File: config.mk
export PLATFORM = sky130hd
export DESIGN_NAME = slice_table_gen
export DESIGN_NICKNAME = d
export VERILOG_FILES = /design/src/design/mlu_pkg.sv /design/src/design/slice_table_gen.sv
export SDC_FILE = /design/constraint.sdc
export NUM_CORES = 1
export LEC_CHECK = 0
export BUFFER_PORTS_ARGS = -buffer_cell sky130_fd_sc_hd__buf_2
export CORE_AREA = 3 3 40 42
export DETAILED_ROUTE_END_ITERATION = 10
export DIE_AREA = 0 0 43 45
export PLACE_DENSITY_LB_ADDON = 0.08
export SLEW_MARGIN = 20
export SYNTH_ARGS = -nofsm -noshare
export SYNTH_HDL_FRONTEND = slang
export SYNTH_SLANG_ARGS = --single-unit
File: constraint.sdc
create_clock -name vclk -period 9.4
set_input_delay 0.94 -clock vclk [all_inputs]
set_output_delay 0.94 -clock vclk [all_outputs]
set_load 0.05 [all_outputs]
File: src/design/mlu_pkg.sv
`default_nettype none

package mlu_pkg;

  // ##############################
  // Widths.
  // ##############################

  localparam int slice_width = 4;
  localparam int table_depth = 4096;
  localparam int data_width = 32;

  typedef enum logic [2:0] {
    mlu_add  = 3'd0,
    mlu_sub  = 3'd1,
    mlu_and  = 3'd2,
    mlu_or   = 3'd3,
    mlu_xor  = 3'd4,
    mlu_not  = 3'd5,
    mlu_nop0 = 3'd6,
    mlu_nop1 = 3'd7
  } mlu_op_e;

  // ##############################
  // Slice table.
  // ##############################

  typedef struct packed {
    mlu_op_e                op;
    logic                   c_in;
    logic [slice_width-1:0] b;
    logic [slice_width-1:0] a;
  } slice_fields_t;

  // Counter value and operand fields are the same 12 bits.
  typedef union packed {
    logic [$bits(slice_fields_t)-1:0] raw;
    slice_fields_t                    fields;
  } slice_addr_u;

  typedef struct packed {
    logic                   unused;
    logic                   z;
    logic                   g;
    logic                   p;
    logic [slice_width-1:0] out;
  } slice_entry_t;

  typedef struct packed {
    logic         we;
    slice_addr_u  addr;
    slice_entry_t data;
  } boot_write_t;

  // ##############################
  // Requests and results.
  // ##############################

  typedef struct packed {
    logic [data_width-1:0] a;
    logic [data_width-1:0] b;
    mlu_op_e               op;
    logic                  c_in;
  } mlu_req_t;

  typedef struct packed {
    logic [data_width-1:0] out;
    logic                  z;
    logic                  c;
    logic                  n;
  } mlu_res_t;

endpackage : mlu_pkg

`default_nettype wire
File: src/design/slice_table_gen.sv
`timescale 1ns/1ps
`default_nettype none

module slice_table_gen (
  input  mlu_pkg::slice_addr_u  addr,
  output mlu_pkg::slice_entry_t data
);

  localparam int w = mlu_pkg::slice_width;

  logic [w-1:0] b_in;
  logic [w:0]   sum0;
  logic [w-1:0] sum;

  always_comb begin
    // Subtract is add with b inverted and carry in set.
    if (addr.fields.op == mlu_pkg::mlu_sub) begin
      b_in = ~addr.fields.b;
    end else begin
      b_in = addr.fields.b;
    end
    sum0 = {1'b0, addr.fields.a} + {1'b0, b_in};
    sum = sum0[w-1:0] + {{(w-1){1'b0}}, addr.fields.c_in};

    data = '0;
    case (addr.fields.op)
      mlu_pkg::mlu_add,
      mlu_pkg::mlu_sub: begin
        data.out = sum;
        data.g = sum0[w];
        data.p = (sum0 == (w+1)'((1 << w) - 1));
      end
      mlu_pkg::mlu_and: data.out = addr.fields.a & addr.fields.b;
      mlu_pkg::mlu_or:  data.out = addr.fields.a | addr.fields.b;
      mlu_pkg::mlu_xor: data.out = addr.fields.a ^ addr.fields.b;
      mlu_pkg::mlu_not: data.out = ~addr.fields.a;
      default: begin
        data.out = '0;
      end
    endcase
    data.z = (data.out == '0);
  end

endmodule : slice_table_gen

`default_nettype wire

# [Yosys cells after proc, flatten, opt, wreduce, memory -nomap -nowiden]
# Cells that the tools add are included.
[op_classes] reduce_logical=3 n_mux=3 eq_ne=6 n_bitwise=5 n_addsub=2
[op_table] op="4-bit one-hot mux with 5 select lines" n=1
[op_table] op="4-bit NOT" n=2
[op_table] op="3-bit by 2-bit equality test with 1-bit output (second input constant)" n=2
[op_table] op="3-bit equality test (second input constant)" n=2
[op_table] op="4-bit by 4-bit adder with 5-bit output" n=1
[op_table] op="5-bit by 4-bit equality test with 1-bit output (second input constant)" n=1
[op_table] op="4-bit by 1-bit adder with 4-bit output" n=1
[op_table] op="4-bit AND" n=1
[op_table] op="4-bit logical NOT" n=1
[op_table] op="4-bit two-way mux" n=1
[op_table] op="4-bit bitwise OR" n=1
[op_table] op="4-bit bitwise XOR" n=1
[op_table] op="3-bit by 1-bit equality test with 1-bit output (second input constant)" n=1
[op_table] op="3-bit logical NOT" n=1
[op_table] op="2-bit two-way mux" n=1
[op_table] op="2-bit OR reduction" n=1
[word_totals] output_inout_bits=8 word_cells=19 in_bits=12 register_bits=0

# [Depth between registers and ports, before layout]
[depth] ltp_word=6 depth_mapped=14 ltp_nobuf=13

# [Worst setup path after synthesis]
# OpenSTA, ideal clock, no wires.
[synth_path] kind="input-to-output" start="input addr[10] in the netlist's numbering" end="output data[6] in the netlist's numbering" setup_slack_ps=4109 required_ps=8460 path_buffers=1 arrival_ps=4351 path_stages=14 path_cell_list="nor2_1 and2_1 clkbuf_1 xnor2_1 ha_1 inv_1 fa_1 inv_1 ha_1 inv_1 o22ai_1 a221o_1 or3_1 nor2_1"
[synth_rtl] element="start: declaration" line="slice_table_gen.sv:5" source="input mlu_pkg::slice_addr_u addr,"
[synth_rtl] element="end: declaration" line="slice_table_gen.sv:6" source="output mlu_pkg::slice_entry_t data"

==> qor.csv <==
metric,value,unit
dr.pass1.iters,4,
place_hpwl,1070,um
hp-class,primary input to output pin,
start_util,46.1,%
antenna_found_initial,0,
hold_path_end,data[4],
postCtsSetupRepairBufs,0,
final.setup.tns,0,ns
crit_path_cell_trace,"buf_2, nor2_1, and2_1, xnor2_1, ha_1, inv_1, fa_1, inv_1, ha_1, inv_1, o22ai_1, a221o_1, or3_1, nor2_1, buf_2",
post_cts_resized,0,
syn_area,592,sq um
ys_warn_count,0,
powerDensity,82.2,nW/um^2
n_clock_buffer,0,
min-delay-start,addr[11],
cp.required,8.46,ns
pwr-share-comb,100.0,%
synth_top_area_cell,ha_1,
drc_errors,0,
endpoint_kind,output pin,
wire_per_inst,11.1,um
ctsHoldBuffers,0,
fin_cells,109,
synth_top_area_share,29.6,%
final_util,53.7,%
synthDistinctLibCells,28,
start_kind,primary input,
period_minus_slack,4.97,ns
syn_area_per_cell,7.59,sq um
avgViaCountPerCell,5.22,
dpl.cell_count,109,
core_area,1280,sq um
grt_pass1_wl,2080,um
irDropWorstVdd,0.0000478,V
diodes,0,
critPathMaxFanout,8,
hold_viol,0,
synth-seq-area-share,0,%
gp_congestion,0.732,
num_io_pins,20,
arrival,4.03,ns
nets,123,
synth_common_cells,"inv_1, ha_1, nand2b_1, nor2_1, xnor2_1",
timing.hold.ws,2.44,ns
power_switching,0.0350,mW
drv_slew,0,
power.leakage,0.400,nW
clock_power_share,0,%
flops_and_latches,0,
rows,13,
fmaxAchievable,201,MHz
p_seq_share,0,%
grt_max_degree,12,
first_global_vias,508,
outcome,"finished, final reports clean",
critPathKind,primary input to output pin,
finalWorstSetupSlack,4.43,ns
num_vias,569,
io_buffer_count,19,
drv_cap,0,
die_w,43,um
drive_gt1_share,21.3,%
finalSetupViolCount,0,
rsz0062_at_grt,no,
antenna_left,0,
path_common_cell,inv_1,
cpPeakStageDelay,0.52,ns
regArea,0,sq um
crit_slowest_cell,fa_1,
synth_area_leaders,"ha_1, inv_1, xnor2_1",
die_h,45,um
grt_overflow,0,
layout-area-overhead-vs-synth,16.5,%
p_int,0.0216,mW
postSynthCellCount,78,
switching_share,61.8,%
syn_nets,105,
yosysMostFrequentCell,inv_1,
drtIter0Drc,10,
dieArea,1940,sq um
hold_depth,5,
wl,1210,um
period_share,52.9,%
grt.total_usage,13.4,%
pre_cts_ws,4.40,ns
logic make-up after synthesis:
| logic type | count (synthesis) | synth area share, % |
|---|---|---|
| other cells | 1 | 0.634 |
| xor+xnor | 8 | 15.4 |
| mux | 2 | 3.38 |
| buf+inv | 18 | 12.3 |
| simple gates | 20 | 18.8 |
| compound gates | 14 | 16.5 |
| fa+ha+maj | 15 | 33.0 |
area by class of cell:
class / count / area, sq um
Tap cell: 15 / 18.8
Multi-Input combinational cell: 60 / 519
Timing Repair Buffer: 19 / 95.1
Fill cell: 140 / 596
Inverter: 15 / 56.3
power groups by stage:
stage / registers [mW] / logic (mW) / clock network, mW
3_5_place_dp: 0 / 0.0571 / 0
5_1_grt: 0 / 0.0633 / 0
4_1_cts: 0 / 0.0574 / 0
3_3_place_gp: 0 / 0.0567 / 0
6_report: 0 / 0.0567 / 0
2_1_floorplan: 0 / 0.0448 / 0
metal layers:
| layer | global-route usage [%] | routed length, um | up-vias |
|---|---|---|---|
| met5 | 0 | 0 | - |
| met4 | 0 | 0 | 0 |
| met3 | 0 | 67 | 0 |
| met2 | 23.7 | 549 | 18 |
| met1 | 19.7 | 591 | 257 |
| li1 | - | - | 294 |
per-stage QoR:
step,power [mW],area [sq um]
after floorplan,0.0448,592
after global placement,0.0567,689
after detailed placement,0.0571,689
after CTS,0.0574,689
after global routing,0.0633,689
final,0.0567,689
worst max path at each step:
| stage | start | endpoint | slack [ns] | cells past startpoint |
|---|---|---|---|---|
| floorplan | addr[10] | data[6] | 4.11 | 14 |
| global placement | addr[10] | data[6] | 4.49 | 15 |
| detailed placement | addr[10] | data[6] | 4.40 | 15 |
| CTS | addr[10] | data[6] | 4.40 | 15 |
| global route | addr[10] | data[6] | 4.19 | 15 |
| finish | addr[10] | data[6] | 4.43 | 15 |
critical path, delay by kind of cell:
kind / cells / cell delay [ns]
compound gates: 2 / 0.38
xor+xnor: 1 / 0.15
buf+inv: 5 / 0.56
simple gates: 4 / 1.01
fa+ha+maj: 3 / 0.99
cell usage in the layout, fill, tap and decap left out, types with 2 or more instances in the layout:
cell type,instances
buf_2,19
nand2b_1,5
a21o_1,2
a221o_1,3
nand3b_1,2
inv_1,15
ha_1,14
o22ai_1,4
a21oi_1,3
and2_1,2
xnor2_1,5
mux2i_1,2
nor2_1,5
Power figures use the tool's default switching activity.
