$ cat src/design/mlu_pkg.sv
`default_nettype none

package mlu_pkg;

  // ##############################
  // Widths.
  // ##############################

  localparam int slice_width = 4;
  localparam int table_depth = 4096;
  localparam int data_width = 32;

  typedef enum logic [2:0] {
    mlu_add  = 3'd0,
    mlu_sub  = 3'd1,
    mlu_and  = 3'd2,
    mlu_or   = 3'd3,
    mlu_xor  = 3'd4,
    mlu_not  = 3'd5,
    mlu_nop0 = 3'd6,
    mlu_nop1 = 3'd7
  } mlu_op_e;

  // ##############################
  // Slice table.
  // ##############################

  typedef struct packed {
    mlu_op_e                op;
    logic                   c_in;
    logic [slice_width-1:0] b;
    logic [slice_width-1:0] a;
  } slice_fields_t;

  // Counter value and operand fields are the same 12 bits.
  typedef union packed {
    logic [$bits(slice_fields_t)-1:0] raw;
    slice_fields_t                    fields;
  } slice_addr_u;

  typedef struct packed {
    logic                   unused;
    logic                   z;
    logic                   g;
    logic                   p;
    logic [slice_width-1:0] out;
  } slice_entry_t;

  typedef struct packed {
    logic         we;
    slice_addr_u  addr;
    slice_entry_t data;
  } boot_write_t;

  // ##############################
  // Requests and results.
  // ##############################

  typedef struct packed {
    logic [data_width-1:0] a;
    logic [data_width-1:0] b;
    mlu_op_e               op;
    logic                  c_in;
  } mlu_req_t;

  typedef struct packed {
    logic [data_width-1:0] out;
    logic                  z;
    logic                  c;
    logic                  n;
  } mlu_res_t;

endpackage : mlu_pkg

`default_nettype wire
$ cat src/design/boot_counter.sv
`timescale 1ns/1ps
`default_nettype none

module boot_counter (
  input  logic                 clk,
  input  logic                 rst,
  input  logic                 clear,
  input  logic                 step,
  output mlu_pkg::slice_addr_u addr,
  output logic                 last
);

  localparam int addr_width = $bits(mlu_pkg::slice_addr_u);

  always_ff @(posedge clk) begin
    if (rst || clear) begin
      addr.raw <= '0;
    end else if (step) begin
      addr.raw <= addr.raw + addr_width'(1);
    end
  end

  // Final table index.
  assign last = (addr.raw == addr_width'(mlu_pkg::table_depth - 1));

endmodule : boot_counter

`default_nettype wire

$ cat config.mk
export PLATFORM = sky130hd
export DESIGN_NAME = boot_counter
export DESIGN_NICKNAME = d
export VERILOG_FILES = /design/src/design/mlu_pkg.sv /design/src/design/boot_counter.sv
export SDC_FILE = /design/constraint.sdc
export NUM_CORES = 1
export LEC_CHECK = 0
export BUFFER_PORTS_ARGS = -buffer_cell sky130_fd_sc_hd__buf_4
export CAP_MARGIN = 20
export CORE_UTILIZATION = 30
export CTS_BUF_LIST = sky130_fd_sc_hd__clkbuf_16
export CTS_CLUSTER_SIZE = 10
export DETAILED_ROUTE_END_ITERATION = 10
export GPL_ROUTABILITY_DRIVEN = 1
export PLACE_DENSITY = 0.64
export SLEW_MARGIN = 20
export SYNTH_ARGS = -nofsm -noshare
export SYNTH_HDL_FRONTEND = slang
export SYNTH_SLANG_ARGS = --single-unit
$ cat constraint.sdc
create_clock -name clk -period 1.4 [get_ports clk]
set_input_delay 0.35 -clock clk [delete_from_list [all_inputs] [get_ports clk]]
set_output_delay 0.35 -clock clk [all_outputs]
set_load 0.1 [all_outputs]
Yosys cells after proc, flatten, opt, wreduce, memory -nomap -nowiden:

Cells that the tools add are included.

* bits in registers: 12
* bits of input ports: 4
* output and inout bits: 13
* logic and storage cells: 4

* add/sub/neg operators: 1
* eq/ne operators: 1
* reduce and logical (&&, ||, !) cells: 1

Operator list (count)
* 12-bit by 1-bit adder with 12-bit output, second input constant: 1
* 12-bit equality test, second input constant: 1
* 1-bit logical OR: 1

Logic depth before layout (Yosys ltp):

* word-level depth: 1
* gate-level depth with buffers: 5
* depth with buffers taken out: 4

Worst setup path before layout:

OpenSTA, ideal clock, no wires.

* path kind: reg-to-output
* start: register addr[0] (netlist name)
* end: output last
* arrival: 4373 ps
* required time: 1050 ps
* path slack: -3323 ps
* cell stages (with the launch flop): 4
* buffers on the path: 0
* cells stage by stage: dfxtp_1 -> ha_1 -> nand4_1 -> nor4_1

* word-level cells in the longest chain between the ends: 1

RTL lines
* start: declaration: line boot_counter.sv:9 `output mlu_pkg::slice_addr_u addr,`
* 12-bit equality test: line boot_counter.sv:24 `assign last = (addr.raw == addr_width'(mlu_pkg::table_depth - 1));`
* end: declaration: line boot_counter.sv:10 `output logic last`

Every way passes these cells.

Worst setup path in the final report:

* start: register addr[1] (netlist name)
* end: output last

The elaborated chain is that of the path after synthesis.

==> impl_results.md <==
* Run status: finished, violations left
* Violations in the final reports: setup timing
* Final Wtd Congestion at around 0.75
* I/O pin count at 17
* DP HPWL at approximately 1.0 mm
* PortBufs at 16
* DRC viols at 0
* Largest net degree at the start of global routing at 12
* Terminus of the critical flop-to-flop path: addr[10]$_SDFFE_PP0P_
* Final critical-path share of the clock period at 121.0%
* Clock transition at the register clock pins on the worst setup and hold paths after CTS at approximately 0.04 ns
* Static power due to leakage at approximately 0.38 nW
* Cell type contributing the most total cell area after synthesis: sky130_fd_sc_hd__dfxtp_1
* Number of flip-flops in the largest register at 12
* Portion of synthesized cell area occupied by the leading cell type at between 40 and 50%
* Most frequently used cell type in the post-synthesis netlist: sky130_fd_sc_hd__dfxtp_1
* Minimum setup slack in the final design at -0.2946 ns
* Cell types with the largest area share after synthesis: sky130_fd_sc_hd__dfxtp_1 (43%), sky130_fd_sc_hd__a21oi_1 (5.3%), sky130_fd_sc_hd__o31ai_1 (5.3%), sky130_fd_sc_hd__or4_1 (5.3%), sky130_fd_sc_hd__nand2_1 (4.7%)
* Layout cell share with drive strength beyond 1 at between 60% and 70%
* ANT nets after route at 0
* Final hold vios at 0
* Number of standard cells in the final layout excluding fillers at 120
* Register with the highest flop count: addr
* Vertical die dimension at between 40 and 50 um
* Number of antenna violations at the first check in global routing at 0
* Area Growth Syn to Fin at 76.17%
* Registers with the most flip-flops: addr: 12 flops
* Yosys cell types at 21
* Grt ovf at 0
* Classification of the worst-slack hold path: in -> reg
* Number of buffers added to fix hold violations after cts at 0
* Category of the most critical setup path: reg -> out
* Number of synthesized register bits at 12
* Yosys warnings at 0
* Detailed Routing Iterations Pass 1 at 4
* Average cell area after synthesis at approximately 9 um2
* Post-Syn Nets at 69
* Pwr dens at about 920 mW/mm2
* Proportion of register bits with asynchronous set or reset after synthesis at 0%
* Number of max-cap violations at 0
* Number of enable-type register cells in the synthesized netlist at 0
* Via density at 4.925
* Sequential share of the synthesized area at a little over two fifths
* Netlist area before placement at 561.8 um2
* Hold Path Origin: rst
* Number of global-route vias before repair at roughly 550
* Arrival time of the worst setup path at about 1.3 ns
* Clock skew after layout at around 0.0037 ns
* Iteration-0 DRC count of the detailed router at 15
* Final core occ at 56.70%
* Floorplan die width at around 45 um
* Tightest hold margin at roughly 0.37 ns
* Maximum clock rate at 590.1 MHz
* Overall routed net length at ~1.5 mm
* Most frequently used flop master after synthesis: sky130_fd_sc_hd__dfxtp_1
* Finished layout cell area at around 990 um2
* Final net count at slightly above 100
* Startpoint of the worst register-to-register path: addr[6]$_SDFFE_PP0P_
* Setup violation total in the final timing report at 3
* Maximum resistive drop on vdd at between 0.8 and 0.9 mV
* Clock tree from TritonCTS: yes
* Element type at the critical path start: register
* Minimum setup slack among reg-to-reg paths at -0.11 ns
* Core Region at ~0.0017 mm2
* Starting density of the core at about 32%
* Antenna diode instance count at 0
* Worst Path Max Fanout at 3
* Transition time of the tightest slew-check pin at between 0.2 and 0.3 ns
* Final Max Tran Viols at 0
* CTS sink cnt at 12
* Number of instances on the worst hold path at 4
* Cells after synthesis at 64
* Placed inst area at between 800 and 900 um2
* Placed insts at roughly 120
* Commonest cells post-synth: sky130_fd_sc_hd__dfxtp_1 (12), sky130_fd_sc_hd__nand2_1 (7), sky130_fd_sc_hd__a21oi_1 (6), sky130_fd_sc_hd__nor2_1 (6)
* Clock buffers created by TritonCTS at 3
* Max-Slew Margin vs Limit at between 80 and 90%
* Total number of vias at 591
* First-pass GRT wire length at 2.408 mm
* Required time reported for the critical path endpoint at 1.05 ns
* Final critical-path required period at around 1.7 ns
* Standard-cell row count at 15
* Clock insertion delay at the later pin of the skew report at between 0.2 and 0.25 ns
* Depth of the worst register-to-register path at 4
* Element type at the critical path end: primary output
* CTS Buffer Depth at 2
* Worst slack at placement at -0.1059 ns
* Routed wire per std cell at 12.46 um
* Maximum level of the CTS H-tree at 1
* Unrepaired setup endpoints after global routing: yes
* Setup TNS at -0.4968 ns
* Hold-critical path endpoint: addr[11]$_SDFFE_PP0P_
* Total Power at 0.9109 mW
* Die ar. at about 0.0020 mm2
* Global-route total usage across every layer at about 17%
* Clock root buffer master: sky130_fd_sc_hd__clkbuf_16
## critical path, stage by stage (launching register included)
cell and delay (ns):
sky130_fd_sc_hd__dfxtp_4 0.35, sky130_fd_sc_hd__ha_4 0.12, sky130_fd_sc_hd__nand4_1 0.17, sky130_fd_sc_hd__nor4_4 0.20, sky130_fd_sc_hd__buf_6 0.26
## layout by cell type, fill, tap and decap left out, types with 3 or more instances in the layout
cell	count
sky130_fd_sc_hd__a21oi_1	3
sky130_fd_sc_hd__nand2_1	7
sky130_fd_sc_hd__buf_4	29
sky130_fd_sc_hd__xor2_1	3
sky130_fd_sc_hd__clkbuf_16	3
sky130_fd_sc_hd__o31ai_1	3
sky130_fd_sc_hd__nor2_1	6
sky130_fd_sc_hd__dfxtp_4	12
sky130_fd_sc_hd__a21oi_2	3
sky130_fd_sc_hd__nand4_1	4
## how the worst max path moves through the flow
stage                                    start  endpoint  slack (ns)  cells past startpoint
final                     addr[1]$_SDFFE_PP0P_      last       -0.29                      4
after global routing      addr[1]$_SDFFE_PP0P_      last       -0.34                      4
after CTS                 addr[1]$_SDFFE_PP0P_      last       -0.31                      4
after detailed placement  addr[1]$_SDFFE_PP0P_      last       -0.11                      4
after global placement    addr[1]$_SDFFE_PP0P_      last       -0.08                      4
after floorplan           addr[0]$_SDFFE_PP0P_      last       -0.87                      3
## timing repair
action | CTS | global route
resized for setup | 2 | 7
setup endpoints to repair | 3 | 6
pin swaps | 4 | 3
buffers inserted | 2 | 1
## logic make-up after synthesis
kind of cell	count (synthesis)	synth area share, %
buffers and inverters	4	4.676
multiplexers	2	3.564
flip-flops	12	42.76
adder cells (fa/ha/maj)	1	2.227
AO/OA/AOI/OAI	12	12.47
AND/OR/NAND/NOR	29	28.06
XOR/XNOR	4	6.237
## where the power goes
group	leakage (nW)	switching [mW]	total [mW]	internal, mW
Combinational	0.232	0.0328	0.0515	0.0187
Sequential	0.106	0.00184	0.325	0.323
Clock	0.0385	0.158	0.534	0.377
Total	0.377	0.192	0.911	0.719
## cell type report
cell class	count	area, um2
flip-flops and latches	12	285.3
well taps	25	31.28
inverters	1	3.754
clock buffers	3	75.07
repair buffers	30	229.0
fillers	149	755.7
multi-input cells	48	361.6
clock inverters	1	3.754
## per-layer routing
metal	part of all wire, %	routed length (um)	GRT usage [%]	vias up
li1	-	-	-	300
met1	45	666	19.27	269
met2	48	712	26.67	18
met3	5.9	88	6.400	4
met4	1.8	27	12.73	0
met5	0	0	0	-
(Power assumes the default switching activity.)
